[src/tmu_pkg.sv]
`default_nettype none

package tmu_pkg;

	localparam int ADR_W = 25;
	localparam int FRAC_BITS = 6;
	localparam int CSR_SEL_W = 4;

	// Word indices in the CSR block
	localparam logic [4:0] REG_STATUS = 5'd0;
	localparam logic [4:0] REG_TEX_FBUF = 5'd6;
	localparam logic [4:0] REG_TEX_HRES = 5'd7;
	localparam logic [4:0] REG_TEX_VRES = 5'd8;
	localparam logic [4:0] REG_TEX_HMASK = 5'd9;
	localparam logic [4:0] REG_TEX_VMASK = 5'd10;
	localparam logic [4:0] REG_DST_FBUF = 5'd11;
	localparam logic [4:0] REG_DST_HRES = 5'd12;
	localparam logic [4:0] REG_DST_VRES = 5'd13;

	// Default resolution after reset
	localparam logic [10:0] RST_HRES = 11'd640;
	localparam logic [10:0] RST_VRES = 11'd480;

	// 1 sign, 11 integer, 6 fractional bits
	typedef logic signed [17:0] fp_coord_t;
	typedef logic [16:0] fp_ucoord_t;
	typedef logic signed [11:0] pix_coord_t;
	typedef logic [10:0] pix_ucoord_t;
	typedef logic [10:0] res_t;
	typedef logic [FRAC_BITS-1:0] frac_t;
	// Address in 16-bit words
	typedef logic [ADR_W-1:0] mem_adr_t;

	typedef struct packed {
		mem_adr_t tex_fbuf;
		res_t tex_hres;
		res_t tex_vres;
		fp_coord_t tex_hmask;
		fp_coord_t tex_vmask;
		mem_adr_t dst_fbuf;
		res_t dst_hres;
		res_t dst_vres;
	} tmu_cfg_t;

	typedef struct packed {
		pix_coord_t dx;
		pix_coord_t dy;
		fp_coord_t tx;
		fp_coord_t ty;
	} tmu_point_t;

	typedef struct packed {
		pix_ucoord_t dx;
		pix_ucoord_t dy;
		fp_ucoord_t tx;
		fp_ucoord_t ty;
	} tmu_clamped_t;

	typedef struct packed {
		mem_adr_t dadr;
		mem_adr_t tadra;
		mem_adr_t tadrb;
		mem_adr_t tadrc;
		mem_adr_t tadrd;
		frac_t x_frac;
		frac_t y_frac;
	} tmu_adr_t;

endpackage

`default_nettype wire

[src/tmu_ctlif.sv]
`timescale 1ns/1ps
`default_nettype none

module tmu_ctlif #(
	parameter logic [tmu_pkg::CSR_SEL_W-1:0] csr_addr = 4'h0
) (
	input logic sys_clk,
	input logic sys_rst,

	input logic [13:0] csr_a_i,
	input logic csr_we_i,
	input logic [31:0] csr_di_i,
	output logic [31:0] csr_do_o,

	input logic busy_i,
	output tmu_pkg::tmu_cfg_t cfg_o
);

	import tmu_pkg::*;

	logic csr_sel;
	logic [4:0] csr_idx;

	assign csr_sel = (csr_a_i[13:10] == csr_addr);
	assign csr_idx = csr_a_i[4:0];

	// Configuration registers
	always_ff @(posedge sys_clk) begin
		if (sys_rst) begin
			cfg_o.tex_fbuf <= '0;
			cfg_o.tex_hres <= RST_HRES;
			cfg_o.tex_vres <= RST_VRES;
			cfg_o.tex_hmask <= '1;
			cfg_o.tex_vmask <= '1;
			cfg_o.dst_fbuf <= '0;
			cfg_o.dst_hres <= RST_HRES;
			cfg_o.dst_vres <= RST_VRES;
		end else if (csr_sel && csr_we_i) begin
			case (csr_idx)
				REG_TEX_FBUF: cfg_o.tex_fbuf <= csr_di_i[ADR_W-1:0];
				REG_TEX_HRES: cfg_o.tex_hres <= csr_di_i[10:0];
				REG_TEX_VRES: cfg_o.tex_vres <= csr_di_i[10:0];
				REG_TEX_HMASK: cfg_o.tex_hmask <= csr_di_i[17:0];
				REG_TEX_VMASK: cfg_o.tex_vmask <= csr_di_i[17:0];
				REG_DST_FBUF: cfg_o.dst_fbuf <= csr_di_i[ADR_W-1:0];
				REG_DST_HRES: cfg_o.dst_hres <= csr_di_i[10:0];
				REG_DST_VRES: cfg_o.dst_vres <= csr_di_i[10:0];
				default: ;
			endcase
		end
	end

	// Readback one cycle after the address
	always_ff @(posedge sys_clk) begin
		if (sys_rst) begin
			csr_do_o <= '0;
		end else begin
			csr_do_o <= '0;
			if (csr_sel) begin
				case (csr_idx)
					REG_STATUS: csr_do_o <= {31'd0, busy_i};
					REG_TEX_FBUF: csr_do_o <= {{(32-ADR_W){1'b0}}, cfg_o.tex_fbuf};
					REG_TEX_HRES: csr_do_o <= {21'd0, cfg_o.tex_hres};
					REG_TEX_VRES: csr_do_o <= {21'd0, cfg_o.tex_vres};
					REG_TEX_HMASK: csr_do_o <= {14'd0, cfg_o.tex_hmask};
					REG_TEX_VMASK: csr_do_o <= {14'd0, cfg_o.tex_vmask};
					REG_DST_FBUF: csr_do_o <= {{(32-ADR_W){1'b0}}, cfg_o.dst_fbuf};
					REG_DST_HRES: csr_do_o <= {21'd0, cfg_o.dst_hres};
					REG_DST_VRES: csr_do_o <= {21'd0, cfg_o.dst_vres};
					default: csr_do_o <= '0;
				endcase
			end
		end
	end

endmodule

`default_nettype wire

[src/tmu_mask.sv]
`timescale 1ns/1ps
`default_nettype none

module tmu_mask (
	input logic sys_clk,
	input logic sys_rst,

	input logic pipe_stb_i,
	output logic pipe_ack_o,
	input tmu_pkg::tmu_point_t point_i,

	output logic pipe_stb_o,
	input logic pipe_ack_i,
	output tmu_pkg::tmu_point_t point_o,

	input tmu_pkg::tmu_cfg_t cfg_i,
	output logic busy_o
);

	import tmu_pkg::*;

	logic valid;
	tmu_point_t masked;

	// Wrap masks let power-of-two textures tile
	always_comb begin
		masked = point_i;
		masked.tx = point_i.tx & cfg_i.tex_hmask;
		masked.ty = point_i.ty & cfg_i.tex_vmask;
	end

	assign pipe_ack_o = ~valid | pipe_ack_i;

	always_ff @(posedge sys_clk) begin
		if (sys_rst)
			valid <= 1'b0;
		else if (pipe_ack_o)
			valid <= pipe_stb_i;
	end

	always_ff @(posedge sys_clk) begin
		if (pipe_stb_i && pipe_ack_o)
			point_o <= masked;
	end

	assign pipe_stb_o = valid;
	assign busy_o = valid;

endmodule

`default_nettype wire

[src/tmu_clamp.sv]
`timescale 1ns/1ps
`default_nettype none

module tmu_clamp (
	input logic sys_clk,
	input logic sys_rst,

	input logic pipe_stb_i,
	output logic pipe_ack_o,
	input tmu_pkg::tmu_point_t point_i,

	output logic pipe_stb_o,
	input logic pipe_ack_i,
	output tmu_pkg::tmu_clamped_t point_o,

	input tmu_pkg::tmu_cfg_t cfg_i,
	output logic busy_o
);

	import tmu_pkg::*;

	logic valid;
	logic on_screen;
	tmu_clamped_t clamped;

	// Saturate into 0 .. (res-1)*64
	function automatic fp_ucoord_t clamp_coord(input fp_coord_t c, input res_t res);
		fp_ucoord_t lim;
		lim = {res - 11'd1, {FRAC_BITS{1'b0}}};
		if (c[17])
			return '0;
		else if (c[16:0] > lim)
			return lim;
		else
			return c[16:0];
	endfunction

	// Negative or beyond the resolution means off screen
	assign on_screen = ~point_i.dx[11] && (point_i.dx[10:0] < cfg_i.dst_hres)
		&& ~point_i.dy[11] && (point_i.dy[10:0] < cfg_i.dst_vres);

	always_comb begin
		clamped.dx = point_i.dx[10:0];
		clamped.dy = point_i.dy[10:0];
		clamped.tx = clamp_coord(point_i.tx, cfg_i.tex_hres);
		clamped.ty = clamp_coord(point_i.ty, cfg_i.tex_vres);
	end

	assign pipe_ack_o = ~valid | pipe_ack_i;

	// Off-screen points are taken from upstream but never stored
	always_ff @(posedge sys_clk) begin
		if (sys_rst)
			valid <= 1'b0;
		else if (pipe_ack_o)
			valid <= pipe_stb_i & on_screen;
	end

	always_ff @(posedge sys_clk) begin
		if (pipe_stb_i && pipe_ack_o)
			point_o <= clamped;
	end

	assign pipe_stb_o = valid;
	assign busy_o = valid;

endmodule

`default_nettype wire

[src/tmu_adrgen.sv]
`timescale 1ns/1ps
`default_nettype none

module tmu_adrgen (
	input logic sys_clk,
	input logic sys_rst,

	input logic pipe_stb_i,
	output logic pipe_ack_o,
	input tmu_pkg::tmu_clamped_t point_i,

	output logic pipe_stb_o,
	input logic pipe_ack_i,
	output tmu_pkg::tmu_adr_t adr_o,

	input tmu_pkg::tmu_cfg_t cfg_i,
	output logic busy_o
);

	import tmu_pkg::*;

	// Intermediate after the multipliers
	typedef struct packed {
		logic [21:0] d_row;
		pix_ucoord_t dx;
		logic [21:0] t_row;
		logic [10:0] tx_int;
		frac_t x_frac;
		frac_t y_frac;
	} adr_s1_t;

	logic valid1;
	logic valid2;
	logic ack1;
	logic ack2;
	logic [10:0] ty_int;
	adr_s1_t s1_d;
	adr_s1_t s1_q;
	tmu_adr_t s2_d;

	assign ack2 = ~valid2 | pipe_ack_i;
	assign ack1 = ~valid1 | ack2;
	assign pipe_ack_o = ack1;

	// Step one forms row times resolution
	assign ty_int = point_i.ty[16:FRAC_BITS];

	always_comb begin
		s1_d.d_row = point_i.dy * cfg_i.dst_hres;
		s1_d.dx = point_i.dx;
		s1_d.t_row = ty_int * cfg_i.tex_hres;
		s1_d.tx_int = point_i.tx[16:FRAC_BITS];
		s1_d.x_frac = point_i.tx[FRAC_BITS-1:0];
		s1_d.y_frac = point_i.ty[FRAC_BITS-1:0];
	end

	always_ff @(posedge sys_clk) begin
		if (sys_rst)
			valid1 <= 1'b0;
		else if (ack1)
			valid1 <= pipe_stb_i;
	end

	always_ff @(posedge sys_clk) begin
		if (pipe_stb_i && ack1)
			s1_q <= s1_d;
	end

	// Step two adds the bases and forms the four neighbours modulo 2^ADR_W
	always_comb begin
		s2_d.dadr = cfg_i.dst_fbuf + s1_q.d_row + s1_q.dx;
		s2_d.tadra = cfg_i.tex_fbuf + s1_q.t_row + s1_q.tx_int;
		s2_d.tadrb = s2_d.tadra + 1'b1;
		s2_d.tadrc = s2_d.tadra + cfg_i.tex_hres;
		s2_d.tadrd = s2_d.tadrc + 1'b1;
		s2_d.x_frac = s1_q.x_frac;
		s2_d.y_frac = s1_q.y_frac;
	end

	always_ff @(posedge sys_clk) begin
		if (sys_rst)
			valid2 <= 1'b0;
		else if (ack2)
			valid2 <= valid1;
	end

	always_ff @(posedge sys_clk) begin
		if (valid1 && ack2)
			adr_o <= s2_d;
	end

	assign pipe_stb_o = valid2;
	assign busy_o = valid1 | valid2;

endmodule

`default_nettype wire

[src/tmu_pointpipe.sv]
`timescale 1ns/1ps
`default_nettype none

module tmu_pointpipe #(
	parameter logic [tmu_pkg::CSR_SEL_W-1:0] csr_addr = 4'h0
) (
	input logic sys_clk,
	input logic sys_rst,

	input logic [13:0] csr_a_i,
	input logic csr_we_i,
	input logic [31:0] csr_di_i,
	output logic [31:0] csr_do_o,

	input logic pipe_stb_i,
	output logic pipe_ack_o,
	input tmu_pkg::tmu_point_t point_i,

	output logic pipe_stb_o,
	input logic pipe_ack_i,
	output tmu_pkg::tmu_adr_t adr_o
);

	import tmu_pkg::*;

	tmu_cfg_t cfg;
	logic busy;

	logic mask_busy;
	logic mask_stb;
	logic mask_ack;
	tmu_point_t mask_point;

	logic clamp_busy;
	logic clamp_stb;
	logic clamp_ack;
	tmu_clamped_t clamp_point;

	logic adrgen_busy;

	tmu_ctlif #(
		.csr_addr(csr_addr)
	) u_ctlif (
		.sys_clk(sys_clk),
		.sys_rst(sys_rst),
		.csr_a_i(csr_a_i),
		.csr_we_i(csr_we_i),
		.csr_di_i(csr_di_i),
		.csr_do_o(csr_do_o),
		.busy_i(busy),
		.cfg_o(cfg)
	);

	// Wrap masks
	tmu_mask u_mask (
		.sys_clk(sys_clk),
		.sys_rst(sys_rst),
		.pipe_stb_i(pipe_stb_i),
		.pipe_ack_o(pipe_ack_o),
		.point_i(point_i),
		.pipe_stb_o(mask_stb),
		.pipe_ack_i(mask_ack),
		.point_o(mask_point),
		.cfg_i(cfg),
		.busy_o(mask_busy)
	);

	// Screen culling and texture clamp
	tmu_clamp u_clamp (
		.sys_clk(sys_clk),
		.sys_rst(sys_rst),
		.pipe_stb_i(mask_stb),
		.pipe_ack_o(mask_ack),
		.point_i(mask_point),
		.pipe_stb_o(clamp_stb),
		.pipe_ack_i(clamp_ack),
		.point_o(clamp_point),
		.cfg_i(cfg),
		.busy_o(clamp_busy)
	);

	tmu_adrgen u_adrgen (
		.sys_clk(sys_clk),
		.sys_rst(sys_rst),
		.pipe_stb_i(clamp_stb),
		.pipe_ack_o(clamp_ack),
		.point_i(clamp_point),
		.pipe_stb_o(pipe_stb_o),
		.pipe_ack_i(pipe_ack_i),
		.adr_o(adr_o),
		.cfg_i(cfg),
		.busy_o(adrgen_busy)
	);

	assign busy = mask_busy | clamp_busy | adrgen_busy;

endmodule

`default_nettype wire

[config.mk]
export PLATFORM = sky130hd
export DESIGN_NAME = tmu_pointpipe
export DESIGN_NICKNAME = d
export VERILOG_FILES = /design/src/tmu_pkg.sv /design/src/tmu_ctlif.sv /design/src/tmu_mask.sv /design/src/tmu_clamp.sv /design/src/tmu_adrgen.sv /design/src/tmu_pointpipe.sv
export SDC_FILE = /design/constraint.sdc
export NUM_CORES = 1
export LEC_CHECK = 0
export BUFFER_PORTS_ARGS = -buffer_cell sky130_fd_sc_hd__clkbuf_2
export CAP_MARGIN = 20
export CORE_MARGIN = 2
export CORE_UTILIZATION = 50
export DETAILED_ROUTE_END_ITERATION = 8
export GPL_TIMING_DRIVEN = 0
export PLACE_DENSITY = 0.72
export SLEW_MARGIN = 15
export SYNTH_ARGS = -nofsm -noshare
export SYNTH_HDL_FRONTEND = slang
export SYNTH_HIERARCHICAL = 1
export SYNTH_SLANG_ARGS = --single-unit
export TNS_END_PERCENT = 1
[constraint.sdc]
create_clock -name sys_clk -period 20.5 [get_ports sys_clk]
set_clock_uncertainty 0.1 [all_clocks]
set_input_delay 1.025 -clock sys_clk [delete_from_list [all_inputs] [get_ports sys_clk]]
set_output_delay 1.025 -clock sys_clk [all_outputs]
set_load 0.02 [all_outputs]
==> flow_summary.ini, run 1 <==
[final_layout]
seqCellArea_mm2 = 0.01312
final.fill_count = 5252
layout-drive-gt1-share_pct = 15.55
multi_input_comb_area_mm2 = 0.01640
finish.cell_count_without_fillers = 4022
layout-area-overhead-vs-synth_pct = 14.09
num-nets-final = 3678

[drt]
drt_wl_total_um = 85980
detail-route-antenna-nets = 0
via_count = 22527
drc = 0
wl_per_cell_um = 21.38
drt_pre_antenna_iters = 6
avgViaCountPerCell = 5.601
drt_iter0_markers = 1774

[sta]
timing.final.ws_setup_ns = 13.70
period_share_pct = 33.16
setup_viol = 0
worst_margin_slew_ns = 0.9493
max_clock_freq_mhz = 147.1
tns_ns = 0
final_period_minus_worst_setup_slack_ns = 6.798
report.final.slew_viol_count = 0
max_slew_margin_pct = 36.71
timing_hold_violations_final = 0
unrepaired_setup_endpoints_after_global_routing = false

[logic_synthesis]
post_synth_edffs = 331
yosys.cell_count.top_type = sky130_fd_sc_hd__edfxtp_1
synthCells = 2812
most_area_consuming_cells_after_synthesis = sky130_fd_sc_hd__edfxtp_1 32%, sky130_fd_sc_hd__fa_1 12%, sky130_fd_sc_hd__dfxtp_1 10%
yosysWarningCount = 6
ys_dominant_reg_cell = sky130_fd_sc_hd__edfxtp_1
synthDominantAreaCellType = sky130_fd_sc_hd__edfxtp_1
postSynth.asyncResetShare_pct = 0
ys_seq_area_share_pct = 42.10
synth.distinct_cells = 107
synth.cell_area_mm2 = 0.03117
synth_largest_type_area_fraction_pct = 31.89
synth.cells.most_frequent = 331 x sky130_fd_sc_hd__edfxtp_1, 295 x sky130_fd_sc_hd__inv_1, 244 x sky130_fd_sc_hd__ha_1
syn-mean-instance-area_um2 = 11.08
synth.ff_latch_count = 490

[grt]
overflow = 0
grtUsageTotal_pct = 26.81
via_count_of_the_first_global_routing_pass = 22520
grt_max_degree = 61
number_of_antenna_violations_at_the_first_check_in_global_routing = 7
first_pass_grt_wire_length_um = 130700

[clocking]
clk_path_buf_depth = 3
cts.clk_slew.worst_paths_ns = 0.06
post-cts-setup-buffers = 0
cts_buffers = 53
cts_tree = yes
cts_hold_repair.buffers = 0
clock_sinks = 490
clock_latency_reported_for_the_late_side_of_the_worst_skew_pair_ns = 0.64
clockRootBuffer = sky130_fd_sc_hd__clkbuf_16
cts_repair_resize_count = 0
cts_htree_levels = 2

[setup_path]
start_kind = flop
cp_max_fo = 10
worstPathArrival_ns = 7.02
worst-endpoint-required_ns = 20.72
setup.worst_path.class = flop to flop
setup.worst_path.end_class = flop

[placement]
io_buffers = 259
place.gp.congestion = 0.9597
dp.final_hpwl_um = 67700
place_worst_setup_slack_ns = 13.73
dp_cells = 3920

[die]
fp_rows = 91
fp.dieArea_mm2 = 0.06435
core_area_mm2 = 0.06171
top_level_ports = 282
die_w_um = 253.7
initial_core_util_pct = 50.51
dieHeight_um = 253.7

[worst_hold_path]
hp-class = flop to flop

[power]
powerDensity_mw_per_mm2 = 63.51
cellLeakagePower_nw = 15.63
vdd_ir_drop_max_mv = 0.1011
p_total_mw = 2.258

[status]
outcome = complete, no violations

[run]
timing.max_cap.violations = 0
-- layout make-up --
| type | count | share of cell area, % |
|---|---|---|
| plain buffers | 118 | 1.531 |
| well taps | 837 | 2.945 |
| flip-flops and latches | 490 | 36.90 |
| clock buffers | 67 | 4.081 |
| repair buffers | 265 | 4.025 |
| clock inverters | 33 | 1.186 |
| diodes | 2 | 0.01407 |
| inverters | 299 | 3.202 |
| multi-input cells | 1911 | 46.12 |
-- where the power goes --
part | switching, mW | internal, mW
Combinational | 0.0993 | 0.0566
Clock | 0.419 | 0.608
Sequential | 0.00761 | 1.07
-- per-layer routing --
layer / wire (um) / global-route usage (%) / vias up
met5: 44 / 0 / -
met4: 3116 / 8.958 / 8
met3: 5904 / 3.687 / 175
met2: 40610 / 44.88 / 899
met1: 36300 / 35.97 / 11086
li1: - / - / 10359
-- stage by stage --
stage | hold WS (ns) | cell area (um2) | util (%)
after floorplan | 0.3003 | 31190 | -
after global placement | 0.3011 | 33540 | 54.34
after detailed placement | 0.3045 | 33680 | 54.58
after CTS | 0.3161 | 35560 | 57.62
after global routing | 0.3251 | 35560 | 57.62
final | 0.3134 | 35560 | 57.63
-- final timing paths --
| check | startpoint | to | slack, ns | cells past startpoint |
|---|---|---|---|---|
| worst max-delay path | u_ctlif/cfg_o[98] | u_adrgen/s1_q[44] | 13.70 | 22 |
| worst min-delay path | u_clamp/point_o[29] | u_adrgen/s1_q[18] | 0.31 | 0 |
| worst max register to register | u_ctlif/cfg_o[98] | u_adrgen/s1_q[44] | 13.70 | 22 |
| worst min register to register | u_clamp/point_o[29] | u_adrgen/s1_q[18] | 0.31 | 0 |
-- cell usage in the layout, fill, tap and decap left out, drive strengths merged, types with 48 or more instances in the layout --
cell / Yosys / layout
a21oi: 103 / 103
and2: 156 / 156
buf: 42 / 48
a211o: 50 / 50
fa: 185 / 185
ha: 244 / 244
nor2: 241 / 241
inv: 298 / 304
o21ai: 51 / 51
dfxtp: 159 / 159
xnor2: 106 / 106
clkbuf: 76 / 402
mux2i: 94 / 94
edfxtp: 331 / 331
nand2: 206 / 206
-- flip-flops by register name, indices dropped and copies added, names as in the netlist --
register             cells
u_adrgen/adr_o         137
u_adrgen/pipe_stb_o      1
u_adrgen/s1_q           78
u_adrgen/valid1          1
u_clamp/busy_o           1
u_clamp/point_o         56
u_ctlif/cfg_o          130
u_ctlif/csr_do_o        25
u_mask/busy_o            1
u_mask/point_o          60
-- cell families (layout without fill, tap and decap cells) --
kind of cell             count (synthesis)  after routing  share of synthesized area [%]
XOR/XNOR                               153            153                          4.516
buffers and inverters                  417            782                          5.391
other                                    1              9                        0.01203
adder cells (fa/ha/maj)                429            429                          21.68
flip-flops                             490            490                          42.10
AO/OA/AOI/OAI                          382            382                          8.923
AND/OR/NAND/NOR                        823            823                          13.53
multiplexers                           117            117                          3.850
-- worst max-delay path: stages, from the launching register on --
cell and delay (ns):
sky130_fd_sc_hd__dfxtp_1 0.77, sky130_fd_sc_hd__clkbuf_1 0.48, sky130_fd_sc_hd__nand2_1 0.15, sky130_fd_sc_hd__fa_1 0.56
sky130_fd_sc_hd__inv_1 0.04, sky130_fd_sc_hd__ha_1 0.19, sky130_fd_sc_hd__fa_1 0.48, sky130_fd_sc_hd__ha_1 0.29
sky130_fd_sc_hd__inv_1 0.05, sky130_fd_sc_hd__fa_1 0.53, sky130_fd_sc_hd__inv_1 0.05, sky130_fd_sc_hd__ha_1 0.34
sky130_fd_sc_hd__nor2b_1 0.15, sky130_fd_sc_hd__o21ai_0 0.21, sky130_fd_sc_hd__a21boi_0 0.17, sky130_fd_sc_hd__o21ai_1 0.21
sky130_fd_sc_hd__a21oi_1 0.12, sky130_fd_sc_hd__o21a_1 0.22, sky130_fd_sc_hd__o31a_1 0.27, sky130_fd_sc_hd__o41a_1 0.34
sky130_fd_sc_hd__a41o_1 0.27, sky130_fd_sc_hd__o41ai_1 0.31, sky130_fd_sc_hd__xnor2_1 0.22
No activity file was read; power rests on OpenSTA's default activity.
==> inputs of run 2 (changes only) <==
--- a/config.mk
+++ b/config.mk
@@ -11,7 +11,7 @@
 export CORE_UTILIZATION = 50
 export DETAILED_ROUTE_END_ITERATION = 8
 export GPL_TIMING_DRIVEN = 0
-export PLACE_DENSITY = 0.72
+export PLACE_DENSITY = 0.75
 export SLEW_MARGIN = 15
 export SYNTH_ARGS = -nofsm -noshare
 export SYNTH_HDL_FRONTEND = slang
==> constraint.sdc (replaced) <==
create_clock -name sys_clk -period 5.6 [get_ports sys_clk]
set_clock_uncertainty 0.1 [all_clocks]
set_input_delay 0.28 -clock sys_clk [delete_from_list [all_inputs] [get_ports sys_clk]]
set_output_delay 0.28 -clock sys_clk [all_outputs]
set_load 0.02 [all_outputs]
==> flow_summary.ini, run 2 (synthesized netlist as in run 1, its figures left out) <==
[power]
vdd_ir_drop_max_mv = 0.2264
cellLeakagePower_nw = 16.29
p_total_mw = 8.242
powerDensity_mw_per_mm2 = 222.6

[final_layout]
final_design_area_no_fill_mm2 = 0.03703
finalCoreUtilization_pct = 60.00
layout.cells.most_common_list = 331 x sky130_fd_sc_hd__edfxtp_1, 293 x sky130_fd_sc_hd__inv_1, 272 x sky130_fd_sc_hd__clkbuf_2, 238 x sky130_fd_sc_hd__nor2_1, 236 x sky130_fd_sc_hd__ha_1
layout-drive-gt1-share_pct = 18.50
largest_register = u_adrgen/adr_o
finish.cell_count_without_fillers = 4121
largest_register_ffs = 137
num-nets-final = 3778
largest_registers = u_adrgen/adr_o: 137 flops, u_ctlif/cfg_o: 130 flops, u_adrgen/s1_q: 78 flops
final.fill_count = 5031
multi_input_comb_area_mm2 = 0.01670
layout-area-overhead-vs-synth_pct = 18.80
seqCellArea_mm2 = 0.01317
layout_commonest_cell = sky130_fd_sc_hd__edfxtp_1

[clocking]
cts_buffers = 52
clock_latency_reported_for_the_late_side_of_the_worst_skew_pair_ns = 0.62
cts_htree_levels = 2
clock_sinks = 490
cts_tree = yes
clk_path_buf_depth = 3
clockRootBuffer = sky130_fd_sc_hd__clkbuf_16
cts.clk_slew.worst_paths_ns = 0.06

[sta]
timing.final.ws_setup_ns = -0.1142
setup_viol = 1
final_period_minus_worst_setup_slack_ns = 5.714
hold_ws_ns = 0.04799
worst_margin_slew_ns = 0.9207
max_clock_freq_mhz = 175.0
unrepaired_setup_endpoints_after_global_routing = true
period_share_pct = 102.0
timing_hold_violations_final = 0
report.final.slew_viol_count = 0
tns_ns = -0.1142
max_slew_margin_pct = 38.62

[setup_path]
cp_max_fo = 6
reg2reg_to = u_adrgen/s1_q[44]
setup.worst_path.class = flop to flop
ff2ff_path_depth = 19
r2r_start = u_clamp/point_o[10]
worstPathArrival_ns = 5.95
regToRegSetupSlack_ns = -0.11
setup.worst_path.end_class = flop
start_kind = flop
worst-endpoint-required_ns = 5.83

[grt]
overflow = 0
grtUsageTotal_pct = 26.29
number_of_antenna_violations_at_the_first_check_in_global_routing = 10
grt_max_degree = 62
first_pass_grt_wire_length_um = 128600
via_count_of_the_first_global_routing_pass = 22574

[drt]
drt_iter0_markers = 1864
drt_pre_antenna_iters = 5
avgViaCountPerCell = 5.527
drt_wl_total_um = 84410
via_count = 22776
drc = 0
wl_per_cell_um = 20.48
detail-route-antenna-nets = 0

[worst_hold_path]
hold_path_depth = 3
hp-class = input port to flop
hold_start = csr_di_i[3]
min_to = u_ctlif/cfg_o[25]

[die]
fp_rows = 91
die_w_um = 253.7
core_area_mm2 = 0.06171
initial_core_util_pct = 50.51
dieHeight_um = 253.7
fp.dieArea_mm2 = 0.06435
top_level_ports = 282

[placement]
place_worst_setup_slack_ns = -0.9980
dp.final_hpwl_um = 65130
place.gp.congestion = 0.9705
io_buffers = 259
dp_cells = 3921
detailed_place.area_mm2 = 0.03370

[status]
outcome = finished, violations left
violations = setup timing

[run]
timing.max_cap.violations = 0
## run 2: changes by cell type in the layout (fill, tap and decap cells not counted), sizes merged
cell and change:
buf +33, clkinvlp +4, diode +1, dlygate4sd3 +82, clkbuf -15, clkinv -5, bufinv -1
## run 2: timing repair
item,CTS,global route
pin swaps,25,16
endpoints found under the hold margin,120,0
resized for setup,116,27
hold buffers,82,0
gates cloned,0,0
setup buffers,24,5
endpoints found under the setup margin,28,20
## run 2: per-layer routing
layer | vias up | part of all wire [%] | GRT usage (%)
li1 | 10558 | - | -
met1 | 11134 | 41 | 34.62
met2 | 913 | 47 | 43.66
met3 | 161 | 7.4 | 4.681
met4 | 10 | 3.8 | 9.412
met5 | - | 0.082 | 0
## run 2: final cells by class
type                            instances  share of cell area, %
Antenna cell                            3                0.02027
Clock inverter                         31                  1.044
Inverter                              299                  3.075
Sequential cell                       490                  35.57
Buffer                                107                  1.754
Multi-Input combinational cell       1911                  45.10
Clock buffer                           66                  3.886
Timing Repair Buffer                  377                  6.724
Tap cell                              837                  2.828
## run 2: worst max-delay path by stage
stage	startpoint	to	slack, ns	depth (start not counted)
2_1_floorplan	u_ctlif/cfg_o[99]	u_adrgen/s1_q[44]	-0.19	19
4_1_cts	u_clamp/point_o[10]	u_adrgen/s1_q[44]	-0.19	19
3_5_place_dp	u_ctlif/cfg_o[98]	u_adrgen/s1_q[44]	-1.0	22
3_3_place_gp	u_ctlif/cfg_o[102]	u_adrgen/s1_q[44]	-1.02	18
6_report	u_clamp/point_o[10]	u_adrgen/s1_q[44]	-0.11	19
5_1_grt	u_clamp/point_o[10]	u_adrgen/s1_q[44]	-0.26	19
## run 2: report_power, final
part	leakage (nW)	switching, mW	internal, mW	total, mW
clock network	0.875	1.52	2.16	3.68
registers	4.36	0.0315	3.90	3.93
logic	11.1	0.367	0.258	0.625
total	16.3	1.92	6.33	8.24
## run 2: worst max-delay path, cell delays in order (launching register included)
cell	delay, ns
sky130_fd_sc_hd__edfxtp_1	0.42
sky130_fd_sc_hd__clkbuf_8	0.17
sky130_fd_sc_hd__buf_4	0.15
sky130_fd_sc_hd__nand2_1	0.09
sky130_fd_sc_hd__fa_1	0.44
sky130_fd_sc_hd__fa_2	0.54
sky130_fd_sc_hd__inv_1	0.04
sky130_fd_sc_hd__ha_1	0.29
sky130_fd_sc_hd__fa_1	0.45
sky130_fd_sc_hd__fa_1	0.54
sky130_fd_sc_hd__ha_4	0.22
sky130_fd_sc_hd__a21boi_1	0.14
sky130_fd_sc_hd__o21ai_1	0.22
sky130_fd_sc_hd__a21oi_2	0.10
sky130_fd_sc_hd__o21a_1	0.21
sky130_fd_sc_hd__o31a_1	0.31
sky130_fd_sc_hd__o41a_1	0.34
sky130_fd_sc_hd__a41o_1	0.23
sky130_fd_sc_hd__o41ai_4	0.27
sky130_fd_sc_hd__xnor2_2	0.17
==> inputs of run 3 (changes only) <==
--- a/config.mk
+++ b/config.mk
@@ -5,13 +5,14 @@
 export SDC_FILE = /design/constraint.sdc
 export NUM_CORES = 1
 export LEC_CHECK = 0
+export ABC_AREA = 1
 export BUFFER_PORTS_ARGS = -buffer_cell sky130_fd_sc_hd__clkbuf_2
 export CAP_MARGIN = 20
 export CORE_MARGIN = 2
 export CORE_UTILIZATION = 50
 export DETAILED_ROUTE_END_ITERATION = 8
 export GPL_TIMING_DRIVEN = 0
-export PLACE_DENSITY = 0.75
+export PLACE_DENSITY = 0.74
 export SLEW_MARGIN = 15
 export SYNTH_ARGS = -nofsm -noshare
 export SYNTH_HDL_FRONTEND = slang
==> flow_summary.ini, run 3 <==
[status]
outcome = complete, no violations

[drt]
detailroute.wirelength.met3_um = 8445
routedLengthMet1_um = 36360
via_count = 26720
drt_wl_total_um = 94630
route.met2.wl_um = 44470
top_layer_used = met5
avgViaCountPerCell = 5.303
detail-route-antenna-nets = 0
wl_per_cell_um = 18.78
drc = 0
drt_iter0_markers = 2532
drt_pre_antenna_iters = 6

[logic_synthesis]
dominant_combinational_cell_family_by_area_after_synthesis = adder cells
most_area_consuming_cells_after_synthesis = sky130_fd_sc_hd__edfxtp_1 31%, sky130_fd_sc_hd__fa_1 11%, sky130_fd_sc_hd__nand2_1 11%
yosys.cell_count.top_type = sky130_fd_sc_hd__nand2_1
yosysWarningCount = 6
yosys.area_share.simple_pct = 19.73
ys_dominant_reg_cell = sky130_fd_sc_hd__edfxtp_1
synth.cells.most_frequent = 924 x sky130_fd_sc_hd__nand2_1, 680 x sky130_fd_sc_hd__inv_1, 331 x sky130_fd_sc_hd__edfxtp_1
postSynth.asyncResetShare_pct = 0
syn-mean-instance-area_um2 = 8.731
synth.distinct_cells = 58
synth_largest_type_area_fraction_pct = 30.68
post_synth_fa_ha_maj_area_fraction_pct = 20.85
synth.ff_latch_count = 490
synthXorXnorAreaFrac_pct = 3.429
synth.mux.area_fraction_pct = 0
ys_seq_area_share_pct = 40.50
synth.cell_area_mm2 = 0.03240
post_synth_edffs = 331
synthDominantAreaCellType = sky130_fd_sc_hd__edfxtp_1
synth_compound_gate_area_share_pct = 5.727
synthCells = 3711

[grt]
first_pass_grt_wire_length_um = 142300
grtUsageTotal_pct = 27.93
number_of_antenna_violations_at_the_first_check_in_global_routing = 4
grt_max_degree = 41
overflow = 0
via_count_of_the_first_global_routing_pass = 25461

[setup_path]
worstPathBufferInverterCount = 6
worst-endpoint-required_ns = 5.90
setup.worst_path.end_class = flop
worst_path_dominant_cell_family = adder cells
ff2ff_path_depth = 21
start_kind = flop
critPathSlowestCell = sky130_fd_sc_hd__fa_1
crit_chain = clkbuf_4 > nand2_1 > inv_1 > fa_1 > fa_1 > inv_1 > fa_1 > inv_1 > fa_1 > inv_1 > fa_1 > inv_1 > ha_1 > nand2_1 > nor2_2 > nand2_1 > o211ai_1 > a31o_2 > a21oi_2 > o21ai_1 > xor2_1
cp_max_fo = 10
crit_path_max_incr_delay_ns = 0.55
timing.critical_path.depth = 21
worstPathArrival_ns = 5.84
regToRegSetupSlack_ns = 0.07
setup.worst_path.class = flop to flop

[sta]
setup_viol = 0
final_period_minus_worst_setup_slack_ns = 5.533
hold_ws_ns = 0.03034
max_clock_freq_mhz = 180.7
timing.final.ws_setup_ns = 0.06666
max_slew_margin_pct = 48.83
period_share_pct = 98.81
report.final.slew_viol_count = 0
timing_hold_violations_final = 0
tns_ns = 0
worst_margin_slew_ns = 0.7620
unrepaired_setup_endpoints_after_global_routing = true

[die]
dieHeight_um = 258.6
initial_core_util_pct = 50.44
core_area_mm2 = 0.06423
fp.dieArea_mm2 = 0.06685
top_level_ports = 282
die_w_um = 258.6
fp_rows = 93

[final_layout]
num-nets-final = 4678
finalCoreUtilization_pct = 59.53
largest_register_ffs = 137
largest_registers = u_adrgen/adr_o: 137 flops, u_ctlif/cfg_o: 130 flops, u_adrgen/s1_q: 78 flops
layout-drive-gt1-share_pct = 13.76
largest_register = u_adrgen/adr_o
layout_commonest_cell = sky130_fd_sc_hd__nand2_1
layout.cells.most_common_list = 921 x sky130_fd_sc_hd__nand2_1, 678 x sky130_fd_sc_hd__inv_1, 331 x sky130_fd_sc_hd__edfxtp_1, 307 x sky130_fd_sc_hd__nor2_1, 267 x sky130_fd_sc_hd__clkbuf_2
final.fill_count = 5388
layout-area-overhead-vs-synth_pct = 18.01

[clocking]
clk_path_buf_depth = 3
clock_latency_reported_for_the_late_side_of_the_worst_skew_pair_ns = 0.64
cts_tree = yes
clock_sinks = 490
cts.clk_slew.worst_paths_ns = 0.06
clockRootBuffer = sky130_fd_sc_hd__clkbuf_16
cts_buffers = 52
cts_htree_levels = 2

[power]
p_total_mw = 8.278
cellLeakagePower_nw = 18.87
powerDensity_mw_per_mm2 = 216.5
vdd_ir_drop_max_mv = 0.2414

[worst_hold_path]
hold_path_depth = 3
hp-class = input port to flop

[placement]
io_buffers = 261
dp.final_hpwl_um = 72610
place_worst_setup_slack_ns = -0.5379
place.gp.congestion = 1.012

[run]
timing.max_cap.violations = 0
-- run 3: changes by cell type after synthesis, moves of 42 or more --
cell	before	now
sky130_fd_sc_hd__inv_1	295	680
sky130_fd_sc_hd__a211o_1	42	0
sky130_fd_sc_hd__mux2i_1	94	0
sky130_fd_sc_hd__nand2_1	205	924
sky130_fd_sc_hd__xnor2_1	103	35
sky130_fd_sc_hd__nand3_1	30	161
sky130_fd_sc_hd__nor2_1	238	309
sky130_fd_sc_hd__o21ai_0	41	147
sky130_fd_sc_hd__and2_1	154	2
-- run 3: where the power goes --
part | switching, mW | total [mW] | leakage, nW | internal (mW)
Sequential | 0.0416 | 3.95 | 4.39 | 3.90
Combinational | 0.393 | 0.635 | 13.6 | 0.243
Clock | 1.56 | 3.70 | 0.911 | 2.14
-- run 3: timing repair --
item / 4_1_cts / 5_1_grt
hold endpoints to repair: 118 / 0
pin swaps: 2 / 7
hold buffers: 85 / 0
setup buffers: 12 / 20
resized for setup: 59 / 38
setup endpoints to repair: 17 / 14
-- run 3: stage by stage --
stage               instances  instance area (um2)
floorplan                3717                32430
global placement         4833                34800
detailed placement       4844                35100
CTS                      5015                37910
global route             5036                38230
finish                   5039                38230
-- run 3: cell type report --
| class | count | area (um2) | area share [%] |
|---|---|---|---|
| multi-input combinational | 2424 | 16310 | 42.66 |
| sequential | 490 | 13170 | 34.44 |
| timing repair buffer | 389 | 2679 | 7.006 |
| inverter | 694 | 2611 | 6.830 |
| clock buffer | 64 | 1445 | 3.780 |
| tap | 855 | 1070 | 2.798 |
| buffer | 87 | 544.3 | 1.424 |
| clock inverter | 32 | 396.6 | 1.037 |
| antenna | 4 | 10.01 | 0.02618 |
-- run 3: layer usage --
layer	global-route usage, %	vias to the layer above
li1	-	12589
met1	35.59	12577
met2	46.00	1295
met3	4.930	253
met4	13.92	6
met5	0	-
-- run 3: kinds of logic after synthesis --
family,Yosys count
compound gates,342
xor+xnor,123
fa+ha+maj,429
buf+inv,803
flops,490
other cells,1
simple gates,1523
-- run 3: worst paths after layout --
| kind | endpoint | startpoint |
|---|---|---|
| max | u_adrgen/s1_q[42] | u_ctlif/cfg_o[99] |
| min | u_ctlif/cfg_o[48] | csr_di_i[1] |
| max reg2reg | u_adrgen/s1_q[42] | u_ctlif/cfg_o[99] |
| min reg2reg | u_adrgen/s1_q[7] | u_clamp/point_o[18] |
-- run 3: worst register-to-register path: cells and delay by family, from the launching register on --
family                   cells  cell delay (ns)
adder cells (fa/ha/maj)      6             2.83
flip-flops                   1             0.50
AND/OR/NAND/NOR              4             0.32
AO/OA/AOI/OAI                4             0.65
buffers and inverters        6             0.64
XOR/XNOR                     1             0.30
